File: src/common/ilk_pkg.sv
// shared definitions for the interlaken transmit front end
// holds beat geometry, the end-of-packet code union, control word
// layout, serializer states and the register map

package ilk_pkg;

   // beat and word geometry
   localparam int unsigned beat_words     = 8;
   localparam int unsigned word_bits      = 64;
   localparam int unsigned beat_bits      = beat_words * word_bits; // 512
   localparam int unsigned cnt_bits       = 4;                      // holds 0..8
   localparam int unsigned empty_bits     = 6;                      // avalon empty in bytes
   localparam int unsigned word_byte_bits = 3;                      // byte select in a word
   localparam int unsigned idx_bits       = $clog2(beat_words);     // word index in a beat

   // end-of-packet code seen as a raw nibble or as flag plus byte count
   localparam int unsigned eop_bits = 4;

   typedef union packed {
      logic [eop_bits-1:0] raw;
      struct packed {
         logic                      eop_end;   // packet ends here
         logic [word_byte_bits-1:0] eop_bytes; // valid bytes in last word where 0 means 8
      } f;
   } ilk_eop_t;

   localparam logic [eop_bits-1:0] eop_none  = 4'b0000;
   localparam logic [eop_bits-1:0] eop_error = 4'b0001; // flag clear with count 1

   // control word fields
   localparam int unsigned ctrl_sop_bit  = 63; // set in the start word only
   localparam int unsigned ctrl_eop_lsb  = 0;  // eop code in the end word only
   localparam int unsigned ctrl_chan_lsb = 8;  // channel in both words
   localparam int unsigned chan_bits     = 8;

   // serializer phases
   localparam int unsigned state_bits = 2;
   localparam logic [state_bits-1:0] st_idle  = 2'd0;
   localparam logic [state_bits-1:0] st_start = 2'd1;
   localparam logic [state_bits-1:0] st_data  = 2'd2;
   localparam logic [state_bits-1:0] st_end   = 2'd3;

   // register map
   localparam int unsigned reg_bits      = 32;
   localparam int unsigned reg_addr_bits = 2;
   localparam logic [reg_addr_bits-1:0] reg_addr_ctrl = 2'd0;
   localparam logic [reg_addr_bits-1:0] reg_addr_pkts = 2'd1;
   localparam logic [reg_addr_bits-1:0] reg_addr_errs = 2'd2;

   // control register fields
   localparam int unsigned reg_en_bit   = 0;
   localparam int unsigned reg_chan_lsb = 8;

endpackage

File: src/avl_to_ilk/avl_to_ilk_adapter.sv
// avalon-st to interlaken sideband adapter
// decodes empty, eop and error of a beat into a valid word count and a
// 4-bit eop code; data, sop, valid and ready go straight through
// purely combinational, zero latency

`timescale 1ns/1ps

module avl_to_ilk_adapter (
   // avalon side
   input  logic [ilk_pkg::beat_bits-1:0]  avl_data,
   input  logic                           avl_sop,
   input  logic                           avl_eop,
   input  logic                           avl_valid,
   input  logic [ilk_pkg::empty_bits-1:0] avl_empty,
   input  logic                           avl_error,
   output logic                           avl_ready,

   // interlaken side
   output logic [ilk_pkg::beat_bits-1:0]  ilk_data,
   output logic [ilk_pkg::cnt_bits-1:0]   ilk_num_valid,
   output logic                           ilk_sop,
   output ilk_pkg::ilk_eop_t              ilk_eop,
   output logic                           ilk_valid,
   input  logic                           ilk_ready
);

   import ilk_pkg::*;

   logic [cnt_bits-1:0]       full_words; // 8 - empty/8, rounded down
   logic [word_byte_bits-1:0] empty_lo;   // byte part of empty
   logic                      aligned;    // empty lands on a word boundary

   assign empty_lo   = avl_empty[word_byte_bits-1:0];
   assign aligned    = (empty_lo == '0);
   assign full_words = cnt_bits'(beat_words)
                     - cnt_bits'(avl_empty[empty_bits-1:word_byte_bits]);

   // sideband decode
   always_comb begin
      ilk_num_valid = '0;        // nothing valid by default
      ilk_eop.raw   = eop_none;

      if (avl_valid) begin
         if (!avl_eop) begin
            // mid packet, only whole words may be empty
            if (aligned)
               ilk_num_valid = full_words;
         end else begin
            // last beat, a partly filled word still counts as a word
            ilk_num_valid = full_words;
            if (avl_error) begin
               ilk_eop.raw = eop_error;
            end else begin
               ilk_eop.f.eop_end   = 1'b1;
               ilk_eop.f.eop_bytes = '0 - empty_lo; // 8 - n mod 8, 0 means all 8
            end
         end
      end
   end

   // pass-through of payload and handshake
   assign ilk_data  = avl_data;
   assign ilk_sop   = avl_sop;
   assign ilk_valid = avl_valid;
   assign avl_ready = ilk_ready; // back-pressure from serializer

   // source protocol checks, evaluated once values settle
   always_comb begin
      if (avl_valid && !avl_eop) begin
         a_mid_empty_aligned: assert final (aligned)
            else $error("adapter: empty %0d not word aligned in non-eop beat", avl_empty);
      end
      if (!avl_valid) begin
         a_marks_need_valid: assert final (!avl_sop && !avl_eop)
            else $error("adapter: sop/eop high without valid");
      end
   end

endmodule

File: src/ilk_tx/ilk_word_serializer.sv
// interlaken word serializer
// holds one accepted beat and sends it out one 64-bit word per cycle:
// start control word (on sop), the valid data words lowest first, then
// an end control word carrying the eop code; words advance on tx_ready

`timescale 1ns/1ps

module ilk_word_serializer (
   input  logic                          clk,
   input  logic                          rst_n,

   // beat input from adapter
   input  logic [ilk_pkg::beat_bits-1:0] ilk_data,
   input  logic [ilk_pkg::cnt_bits-1:0]  ilk_num_valid,
   input  logic                          ilk_sop,
   input  ilk_pkg::ilk_eop_t             ilk_eop,
   input  logic                          ilk_valid,
   output logic                          ilk_ready,

   // configuration
   input  logic                          tx_enable,
   input  logic [ilk_pkg::chan_bits-1:0] tx_channel,

   // word output
   output logic [ilk_pkg::word_bits-1:0] tx_word,
   output logic                          tx_ctrl,
   output logic                          tx_valid,
   input  logic                          tx_ready,

   // statistics pulses
   output logic                          pkt_done,
   output logic                          pkt_err
);

   import ilk_pkg::*;

   logic [state_bits-1:0] state_q, state_d;
   logic [idx_bits-1:0]   idx_q;      // current data word
   logic [beat_bits-1:0]  data_q;     // held beat
   logic [cnt_bits-1:0]   cnt_q;      // words to send from it
   ilk_eop_t              eop_q;
   logic [chan_bits-1:0]  chan_q;     // channel frozen per beat
   logic                  accept;
   logic                  last_word;
   logic                  is_err;
   logic [word_bits-1:0]  ctrl_word;

   // phase that follows once the start word (if any) is out
   function automatic logic [state_bits-1:0] next_phase(
      input logic [cnt_bits-1:0] cnt,
      input logic [eop_bits-1:0] code
   );
      if (cnt != '0)
         return st_data;
      else if (code != eop_none)
         return st_end;
      else
         return st_idle; // nothing to send
   endfunction

   assign ilk_ready = (state_q == st_idle) && tx_enable; // buffer empty
   assign accept    = ilk_valid && ilk_ready;
   assign tx_valid  = (state_q != st_idle);
   assign tx_ctrl   = (state_q == st_start) || (state_q == st_end);
   assign last_word = (cnt_bits'(idx_q) + cnt_bits'(1)) == cnt_q;

   // error end seen through the flag/count view: flag clear, count 1
   assign is_err   = !eop_q.f.eop_end && (eop_q.f.eop_bytes == word_byte_bits'(1));
   assign pkt_done = (state_q == st_end) && tx_ready;
   assign pkt_err  = pkt_done && is_err;

   // phase sequencing
   always_comb begin
      state_d = state_q;
      case (state_q)
         st_idle: begin
            if (accept)
               state_d = ilk_sop ? st_start : next_phase(ilk_num_valid, ilk_eop.raw);
         end
         st_start: begin
            if (tx_ready)
               state_d = next_phase(cnt_q, eop_q.raw);
         end
         st_data: begin
            if (tx_ready && last_word)
               state_d = next_phase('0, eop_q.raw); // end word or done
         end
         st_end: begin
            if (tx_ready)
               state_d = st_idle;
         end
         default: state_d = st_idle;
      endcase
   end

   always_ff @(posedge clk or negedge rst_n) begin
      if (!rst_n) begin
         state_q <= st_idle;
         idx_q   <= '0;
      end else begin
         state_q <= state_d;
         if (accept)
            idx_q <= '0;
         else if ((state_q == st_data) && tx_ready && !last_word)
            idx_q <= idx_q + 1'b1; // next word of the beat
      end
   end

   // beat buffer, loaded on accept only
   always_ff @(posedge clk) begin
      if (accept) begin
         data_q <= ilk_data;
         cnt_q  <= ilk_num_valid;
         eop_q  <= ilk_eop;
         chan_q <= tx_channel;
      end
   end

   // control word build, channel in both, sop bit or eop code
   always_comb begin
      ctrl_word = '0;
      ctrl_word[ctrl_chan_lsb +: chan_bits] = chan_q;
      if (state_q == st_start)
         ctrl_word[ctrl_sop_bit] = 1'b1;
      else
         ctrl_word[ctrl_eop_lsb +: eop_bits] = eop_q.raw;
   end

   always_comb begin
      tx_word = data_q[idx_q*word_bits +: word_bits]; // data phase word
      if (tx_ctrl)
         tx_word = ctrl_word;
   end

   // a stalled word must not move
   a_hold_on_stall: assert property (@(posedge clk) disable iff (!rst_n)
      tx_valid && !tx_ready |=> tx_valid && $stable(tx_word) && $stable(tx_ctrl))
      else $error("serializer: output changed while stalled");

   // a beat with something to send fills the buffer, so no second accept
   a_one_beat_held: assert property (@(posedge clk) disable iff (!rst_n)
      accept && (ilk_sop || (ilk_num_valid != '0) || (ilk_eop.raw != eop_none))
      |=> !ilk_ready)
      else $error("serializer: ready high with beat buffer full");

endmodule

File: src/ilk_tx/ilk_tx_regs.sv
// transmit configuration and statistics registers
// control word holds enable and channel for the serializer; two wrapping
// counters track finished and errored packets and clear on a write
// read data is a combinational mux on the address

`timescale 1ns/1ps

module ilk_tx_regs (
   input  logic                              clk,
   input  logic                              rst_n,

   // register port
   input  logic                              reg_wr,
   input  logic [ilk_pkg::reg_addr_bits-1:0] reg_addr,
   input  logic [ilk_pkg::reg_bits-1:0]      reg_wdata,
   output logic [ilk_pkg::reg_bits-1:0]      reg_rdata,

   // serializer side
   input  logic                              pkt_done,
   input  logic                              pkt_err,
   output logic                              tx_enable,
   output logic [ilk_pkg::chan_bits-1:0]     tx_channel
);

   import ilk_pkg::*;

   logic [reg_bits-1:0] pkts_q; // end words sent
   logic [reg_bits-1:0] errs_q; // error ends among them
   logic                wr_ctrl, wr_pkts, wr_errs;

   assign wr_ctrl = reg_wr && (reg_addr == reg_addr_ctrl);
   assign wr_pkts = reg_wr && (reg_addr == reg_addr_pkts);
   assign wr_errs = reg_wr && (reg_addr == reg_addr_errs);

   always_ff @(posedge clk or negedge rst_n) begin
      if (!rst_n) begin
         tx_enable  <= 1'b0;
         tx_channel <= '0;
         pkts_q     <= '0;
         errs_q     <= '0;
      end else begin
         if (wr_ctrl) begin
            tx_enable  <= reg_wdata[reg_en_bit];
            tx_channel <= reg_wdata[reg_chan_lsb +: chan_bits];
         end

         if (wr_pkts)
            pkts_q <= '0;            // clear wins over a count
         else if (pkt_done)
            pkts_q <= pkts_q + 1'b1; // wraps

         if (wr_errs)
            errs_q <= '0;
         else if (pkt_err)
            errs_q <= errs_q + 1'b1;
      end
   end

   // read mux
   always_comb begin
      reg_rdata = '0; // unused addresses read 0
      case (reg_addr)
         reg_addr_ctrl: begin
            reg_rdata[reg_en_bit]                 = tx_enable;
            reg_rdata[reg_chan_lsb +: chan_bits]  = tx_channel;
         end
         reg_addr_pkts: reg_rdata = pkts_q;
         reg_addr_errs: reg_rdata = errs_q;
         default:       reg_rdata = '0;
      endcase
   end

endmodule

File: src/ilk_tx_top.sv
// interlaken transmit front end, top level
// avalon-st beats go through the sideband adapter into the word
// serializer; a register block sets enable and channel and counts packets

`timescale 1ns/1ps

module ilk_tx_top (
   input  logic                              clk,
   input  logic                              rst_n,

   // avalon-st sink
   input  logic [ilk_pkg::beat_bits-1:0]     avl_data,
   input  logic                              avl_sop,
   input  logic                              avl_eop,
   input  logic                              avl_valid,
   input  logic [ilk_pkg::empty_bits-1:0]    avl_empty,
   input  logic                              avl_error,
   output logic                              avl_ready,

   // word output
   output logic [ilk_pkg::word_bits-1:0]     tx_word,
   output logic                              tx_ctrl,
   output logic                              tx_valid,
   input  logic                              tx_ready,

   // register port
   input  logic                              reg_wr,
   input  logic [ilk_pkg::reg_addr_bits-1:0] reg_addr,
   input  logic [ilk_pkg::reg_bits-1:0]      reg_wdata,
   output logic [ilk_pkg::reg_bits-1:0]      reg_rdata
);

   import ilk_pkg::*;

   // adapter to serializer
   logic [beat_bits-1:0] ilk_data;
   logic [cnt_bits-1:0]  ilk_num_valid;
   logic                 ilk_sop;
   ilk_eop_t             ilk_eop;
   logic                 ilk_valid;
   logic                 ilk_ready;

   // registers to and from serializer
   logic                 tx_enable;
   logic [chan_bits-1:0] tx_channel;
   logic                 pkt_done;
   logic                 pkt_err;

   avl_to_ilk_adapter i_adapter (
      .avl_data      (avl_data),
      .avl_sop       (avl_sop),
      .avl_eop       (avl_eop),
      .avl_valid     (avl_valid),
      .avl_empty     (avl_empty),
      .avl_error     (avl_error),
      .avl_ready     (avl_ready),
      .ilk_data      (ilk_data),
      .ilk_num_valid (ilk_num_valid),
      .ilk_sop       (ilk_sop),
      .ilk_eop       (ilk_eop),
      .ilk_valid     (ilk_valid),
      .ilk_ready     (ilk_ready)
   );

   ilk_word_serializer i_serializer (
      .clk           (clk),
      .rst_n         (rst_n),
      .ilk_data      (ilk_data),
      .ilk_num_valid (ilk_num_valid),
      .ilk_sop       (ilk_sop),
      .ilk_eop       (ilk_eop),
      .ilk_valid     (ilk_valid),
      .ilk_ready     (ilk_ready),
      .tx_enable     (tx_enable),
      .tx_channel    (tx_channel),
      .tx_word       (tx_word),
      .tx_ctrl       (tx_ctrl),
      .tx_valid      (tx_valid),
      .tx_ready      (tx_ready),
      .pkt_done      (pkt_done),
      .pkt_err       (pkt_err)
   );

   ilk_tx_regs i_regs (
      .clk        (clk),
      .rst_n      (rst_n),
      .reg_wr     (reg_wr),
      .reg_addr   (reg_addr),
      .reg_wdata  (reg_wdata),
      .reg_rdata  (reg_rdata),
      .pkt_done   (pkt_done),
      .pkt_err    (pkt_err),
      .tx_enable  (tx_enable),
      .tx_channel (tx_channel)
   );

endmodule

File: config.mk
export PLATFORM = sky130hd
export DESIGN_NAME = ilk_tx_top
export DESIGN_NICKNAME = d
export VERILOG_FILES = /design/src/common/ilk_pkg.sv /design/src/avl_to_ilk/avl_to_ilk_adapter.sv /design/src/ilk_tx/ilk_word_serializer.sv /design/src/ilk_tx/ilk_tx_regs.sv /design/src/ilk_tx_top.sv
export SDC_FILE = /design/constraint.sdc
export NUM_CORES = 1
export LEC_CHECK = 0
export BUFFER_PORTS_ARGS = -buffer_cell sky130_fd_sc_hd__buf_2
export CORE_AREA = 8 8 250 252
export DETAILED_ROUTE_END_ITERATION = 7
export DIE_AREA = 0 0 258 260
export PLACE_DENSITY_LB_ADDON = 0.25
export SLEW_MARGIN = 10
export SYNTH_ARGS = -nofsm -noshare
export SYNTH_HDL_FRONTEND = slang
export SYNTH_HIERARCHICAL = 1
export SYNTH_SLANG_ARGS = --single-unit
export TNS_END_PERCENT = 100
File: constraint.sdc
create_clock -name clk -period 50.6 [get_ports clk]
set_input_delay 5.06 -clock clk [delete_from_list [all_inputs] [get_ports clk]]
set_output_delay 5.06 -clock clk [all_outputs]
set_load 0.03 [all_outputs]
# ---- Word level (Yosys, flattened, before mapping)
# Index checks and enable logic that the tools add are counted.
dict set report word_totals {
  register_bits 606
  word_cells 83
}
dict set report classes {
  add_sub_neg 6
  n_eq_ne 11
  shift 1
  mux 29
  n_reduce_logical 26
}
# op n
set op_table {}
lappend op_table {{512-bit by 10-bit indexed part select with 64-bit output} 1}
lappend op_table {{32-bit two-way mux} 4}
lappend op_table {{32-bit by 1-bit adder with 32-bit output, second input constant} 2}
lappend op_table {{64-bit two-way mux} 1}
lappend op_table {{16-bit case mux with 2 select lines} 1}
lappend op_table {{4-bit two-way mux} 7}
lappend op_table {{8-bit case mux with 3 select lines} 1}
lappend op_table {{2-bit two-way mux} 9}
lappend op_table {{4-bit nonzero test} 4}
lappend op_table {{7-bit case mux with 2 select lines} 1}
lappend op_table {{1-bit logical AND} 11}
lappend op_table {{2-bit case mux with 4 select lines} 1}
lappend op_table {{2-bit nonzero test} 4}
lappend op_table {{2-bit == test, second input constant} 3}
lappend op_table {{3-bit two-way mux} 2}
lappend op_table {{3-bit by 1-bit adder with 4-bit output, second input constant} 1}
lappend op_table {{2-bit by 1-bit == test with 1-bit output, second input constant} 2}
lappend op_table {{4-bit == test} 1}
lappend op_table {{2-bit logical NOT} 2}
lappend op_table {{2-bit by 1-bit inequality test with 1-bit output, second input constant} 2}
lappend op_table {{2-bit inequality test, second input constant} 2}
lappend op_table {{4-bit AND reduction} 1}
lappend op_table {{4-bit by 3-bit subtractor with 4-bit output, first input constant} 1}
lappend op_table {{3-bit by 1-bit adder with 3-bit output, second input constant} 1}
lappend op_table {{7 further kinds} 8}

# ---- Longest topological paths before layout
dict set report depth {
  depth_word 10
  depth_mapped 11
  mapped_depth_nobuf 10
}

# ---- Hierarchy
# The synthesis kept the hierarchy.
# mod n_inst cells_per_inst area_each_um2
set modules_own_cells {}
lappend modules_own_cells {ilk_word_serializer 1 960 20292.0}
lappend modules_own_cells {ilk_tx_regs 1 459 4190.3}
lappend modules_own_cells {avl_to_ilk_adapter 1 534 3988.8}

# ---- Worst setup path before layout
# No wires, ideal clock.
dict set report synth_path {
  kind {input port to flip-flop}
  from {in avl_valid}
  to {reg i_serializer.chan_q[0], enable pin}
  setup_time_ns 1.434
  arrival_ns 27.107
  required_ns 49.166
  path_slack_ns 22.059
  stages 3
  n_path_buf 1
  path_cell_list {buf_4 nand2_1 nor2_1}
}
dict set report synth_via {
  elab_chain_cells 1
}
# element line
set synth_lines {}
lappend synth_lines {{start, declared} ilk_tx_top.sv:15} ;# input logic avl_valid,
lappend synth_lines {{1-bit logical AND} ilk_word_serializer.sv:62} ;# assign accept = ilk_valid && ilk_ready;
lappend synth_lines {{named net i_serializer.accept} ilk_word_serializer.sv:43} ;# logic accept;
lappend synth_lines {{end signal, assigned} ilk_word_serializer.sv:115} ;# chan_q <= tx_channel;
lappend synth_lines {{end, declared} ilk_word_serializer.sv:42} ;# logic [chan_bits-1:0] chan_q;
# The timed path passes the listed nets, and every way through them passes these cells.
# A chain may end at the register's enable or synchronous reset.

# ---- Worst setup path after layout
dict set report layout_path {
  from {in reg_addr[1] in the netlist's numbering}
  to {out reg_rdata[5] in the netlist's numbering}
}
dict set report layout_via {
  elab_chain_cells 2
  word_cells_on_any_way 3
  cone_classes {eq/ne: 2; mux: 1}
}
# element line
set layout_lines {}
lappend layout_lines {{start, declared} ilk_tx_top.sv:28} ;# input logic [ilk_pkg::reg_addr_bits-1:0] reg_addr,
lappend layout_lines {{2-bit == test / 2-bit by 1-bit == test with 1-bit output (equally long branches)} ilk_tx_regs.sv:62} ;# case (reg_addr)
lappend layout_lines {{7-bit case mux with 2 select lines (*)} ilk_tx_regs.sv:62}
lappend layout_lines {{end, declared} ilk_tx_top.sv:30} ;# output logic [ilk_pkg::reg_bits-1:0] reg_rdata
# Every way passes the cells marked *; elsewhere a longest branch is shown, timed or not.

==> out/qor.csv <==
stage;metric;value;unit
status;status;finished clean;
sta;final setup fails;0;
finish;Fill cells;4878;
floorplanning;chip width;258;µm
placement;Final GP Congestion;0.8880;
floorplanning;Die Height;260;µm
clocking;Resize count post-CTS;0;
sta;Final period util;0.2379;
clocking;CTS Sinks;606;
setup_path;max incr delay on CP;1000;ps
global_routing;number of global-route vias before repair;16460;
setup_path;critical path arrival;6980;ps
synthesis;Mapped Nets;2523;
sta;Slew @ Worst Pin;1262;ps
placement;hpwl dp;52720;µm
synthesis;Mapped Avg Cell Area;14.58;µm²
floorplanning;Core ar.;58460;µm²
hold_path;min-delay worst type;register to register;
drt;Vias;15530;
floorplanning;Starting Density;0.4870;
setup_path;endpoint class of the critical path;primary output;
synthesis;Synth top area share;0.5569;
floorplanning;num rows;89;
setup_path;critical path required time;45540;ps
drt;drt drc;0;
finish;area growth from synthesis to layout;8.178;%
placement;port bufs;635;
clocking;number of post-CTS setup repair buffers;0;
drt;starting DRC count in detailed routing;1296;
synthesis;top_reg_cell synth;edfxtp_1;
setup_path;worst-path cell chain;buf_2, inv_1, ha_1, a22oi_1, nor2b_1, buf_2;
power;Clk pwr share;0.319;
clocking;post-cts hold buffer count;0;
drt;post-route ant nets;0;
sta;worst hold slack;490.2;ps
setup_path;slowest stage cell, crit path;ha_1;
synthesis;Seq/Total Area, Yosys;0.6254;
synthesis;compound-gate portion of the synthesized area;0.02720;
sta;setup TNS;0;ps
floorplanning;I/O pin cnt;659;
synthesis;post-synthesis simple-gate area fraction;0.06447;
global_routing;first-pass GRT wire length;104300;µm
clocking;CTS Buffer Depth;3;
synthesis;post-synthesis mux area share;0.1118;
power;P per Cell Area;48.49;nW/µm²
drt;post-DR wirelength/cell;24.72;µm
drt;detail-routed via count per cell;5.300;
synthesis;Synth area leaders;edfxtp_1 (56%), buf_4 (14%), mux4_2 (10%);
setup_path;WP buf/inv;3;
sta;Worst slew margin;0.1585;
sta;Slew Limit Fails;0;
clocking;Clock Tree Root;clkbuf_16;
synthesis;leading area contributor after synthesis;edfxtp_1;
synthesis;Post-Synthesis Cells;1953;
synthesis;Post-synth ARST share;0.1287;
synthesis;Synth Area in XOR/XNOR;0.01723;
finish;share of layout cells above drive strength 1;0.4199;
finish;NumNets Final;2647;
synthesis;Cell variety after synth;51;
sta;Final Hold Viols;0;
power;switching share of total power;0.3205;
synthesis;main combinational cell family by area after synthesis;buffers and inverters;
synthesis;synthesized area;28470;µm²
sta;worst clock skew;20.19;ps
setup_path;WS Path Type;primary input to primary output;
clocking;TritonCTS clock tree;yes;
power;switching power;0.4786;mW
power;Leakage;11.63;nW
sta;RSZ-0062 raised after global routing;no;
clocking;Clk pin slew, worst setup/hold paths;50;ps
setup_path;type of origin of the critical path;primary input;
flow_run;max_cap viols;0;
setup_path;most frequent CP cell;buf_2;
clocking;Clock Latency Late Sink;590;ps
floorplanning;Die ar.;67080;µm²
synthesis;number of synthesized register bits;606;
setup_path;crit-path max FO;35;
power;Max rail drop VDD;0.03634;mV
sta;Final Critical Period;12040;ps
synthesis;Adder-Cell Fraction of Synth Area;0.004395;
setup_path;dominant delay contributor by cell family on the critical path;adder cells;
global_routing;initial antenna violation count;49;
power;Reg power frac;0.392;
drt;routed wire length;72420;µm
clocking;CTS Buf Count;66;
drt;Pre-antenna DRT Iters;7;
global_routing;largest net degree at the start of global routing;202;
synthesis;EDFF count, synth;528;
sta;FMAX;83.07;MHz
global_routing;Total GRT Usage;0.2088;
clocking;number of H-tree levels;3;
global_routing;GRT overflow;0;
power;Logic pwr share;0.289;
power;Pint;1.015;mW
synthesis;synth warn;6;
## layout make-up
class | count | area, µm² | share of cell area
Antenna cell | 28 | 70.07 | 0.002275
Clock buffer | 83 | 1747 | 0.05671
Clock inverter | 37 | 394.1 | 0.01280
Inverter | 18 | 68.82 | 0.002234
Multi-Input combinational cell | 735 | 6417 | 0.2084
Sequential cell | 606 | 17820 | 0.5786
Tap cell | 773 | 967.2 | 0.03140
Timing Repair Buffer | 650 | 3316 | 0.1077
## layer usage
layer,global-route usage,part of all wire
met5,0,0.0035
met3,0.07114,0.089
met2,0.3574,0.51
met4,0.06593,0.016
met1,0.2475,0.38
## kinds of logic (layout without fill, tap and decap cells)
kind of cell    after synthesis  after routing
buf+inv                     612            788
flops                       606            606
simple gates                385            385
mux                         157            157
compound gates              127            127
xor+xnor                     56             56
fa+ha+maj                    10             10
other cells                   0             28
## metrics by stage
step,area (µm²),util,cells,setup WS [ps],power (mW)
2_1_floorplan,28470,-,1953,22060,0.9352
3_3_place_gp,28590,0.4890,2782,38640,1.032
3_5_place_dp,28590,0.4890,2782,38630,1.035
4_1_cts,30730,0.5256,2902,38630,1.514
5_1_grt,30770,0.5263,2918,38440,1.557
6_report,30800,0.5268,2930,38560,1.493
## cells in the mapped netlist, drive strengths merged (8+ instances only)
| cell | n |
|---|---|
| and2 | 14 |
| mux2i | 20 |
| inv | 18 |
| nand4 | 29 |
| clkbuf | 49 |
| a21oi | 62 |
| a22oi | 23 |
| nor2b | 23 |
| nand2 | 148 |
| nor2 | 81 |
| a222oi | 9 |
| ha | 10 |
| xnor2 | 31 |
| o21ai | 21 |
| or3 | 8 |
| dfrtp | 78 |
| nor4 | 17 |
| mux2 | 9 |
| xor2 | 25 |
| nor3 | 14 |
| nand3 | 24 |
| edfxtp | 528 |
| mux4 | 128 |
| buf | 545 |
## registers in the layout (all words and copies together), names as in the netlist
name	cells
i_regs/tx_channel	8
i_serializer/eop_q	4
i_serializer/state_q	2
i_regs/tx_enable	1
i_serializer/idx_q	3
i_regs/pkts_q	32
i_serializer/data_q	512
i_serializer/chan_q	8
i_serializer/cnt_q	4
i_regs/errs_q	32
## worst reg2reg max path, delay by kind of cell (launching register included)
kind	cells	cell delay, ps
DFF	1	690
and+or+nand+nor	2	660
buffers and inverters	3	2440
## placed cells by master, fill, tap and decap left out, drive strengths merged, types with 3 or more instances in the layout
cell    synthesis  layout
mux2            9       9
a31oi           3       3
nand2b          5       5
nor2           81      81
xnor2          31      31
and4            6       6
nand4          29      29
edfxtp        528     528
clkbuf         49      83
o21ai          21      21
a21oi          62      62
buf           545     650
nor4           17      17
and2           14      14
a222oi          9       9
nand3          24      24
nor3           14      14
or3             8       8
clkinv          0      23
dfrtp          78      78
bufinv          0       7
a22oi          23      23
xor2           25      25
and3            7       7
nor2b          23      23
ha             10      10
mux2i          20      20
inv            18      23
mux4          128     128
nand2         148     148
or4             5       5
diode           0      28
## power groups by stage
| stage | combinational (mW) | clock, mW | sequential (mW) |
|---|---|---|---|
| 2_1_floorplan | 0.334 | 0 | 0.601 |
| 3_3_place_gp | 0.436 | 0 | 0.596 |
| 3_5_place_dp | 0.438 | 0 | 0.597 |
| 4_1_cts | 0.439 | 0.487 | 0.587 |
| 5_1_grt | 0.462 | 0.505 | 0.589 |
| 6_report | 0.431 | 0.476 | 0.586 |
## final timing paths
path                       slack (ps)                                end  depth (start not counted)                                 from
setup / recovery                38560                       reg_rdata[5]                          6                          reg_addr[1]
min in group asynchronous        4750      i_regs/pkts_q[11]$_DFFE_PN0P_                          2                                rst_n
max in group asynchronous       45080  i_serializer/idx_q[1]$_DFFE_PN0P_                          2                                rst_n
hold / removal                    490   i_serializer/chan_q[2]$_DFFE_PP_                          0     i_regs/tx_channel[2]$_DFFE_PN0P_
hold reg to reg                   490   i_serializer/chan_q[2]$_DFFE_PP_                          0     i_regs/tx_channel[2]$_DFFE_PN0P_
setup reg to reg                46380  i_serializer/data_q[51]$_DFFE_PP_                          5  i_serializer/state_q[0]$_DFFE_PN0P_
Power figures use the tool's default switching activity.
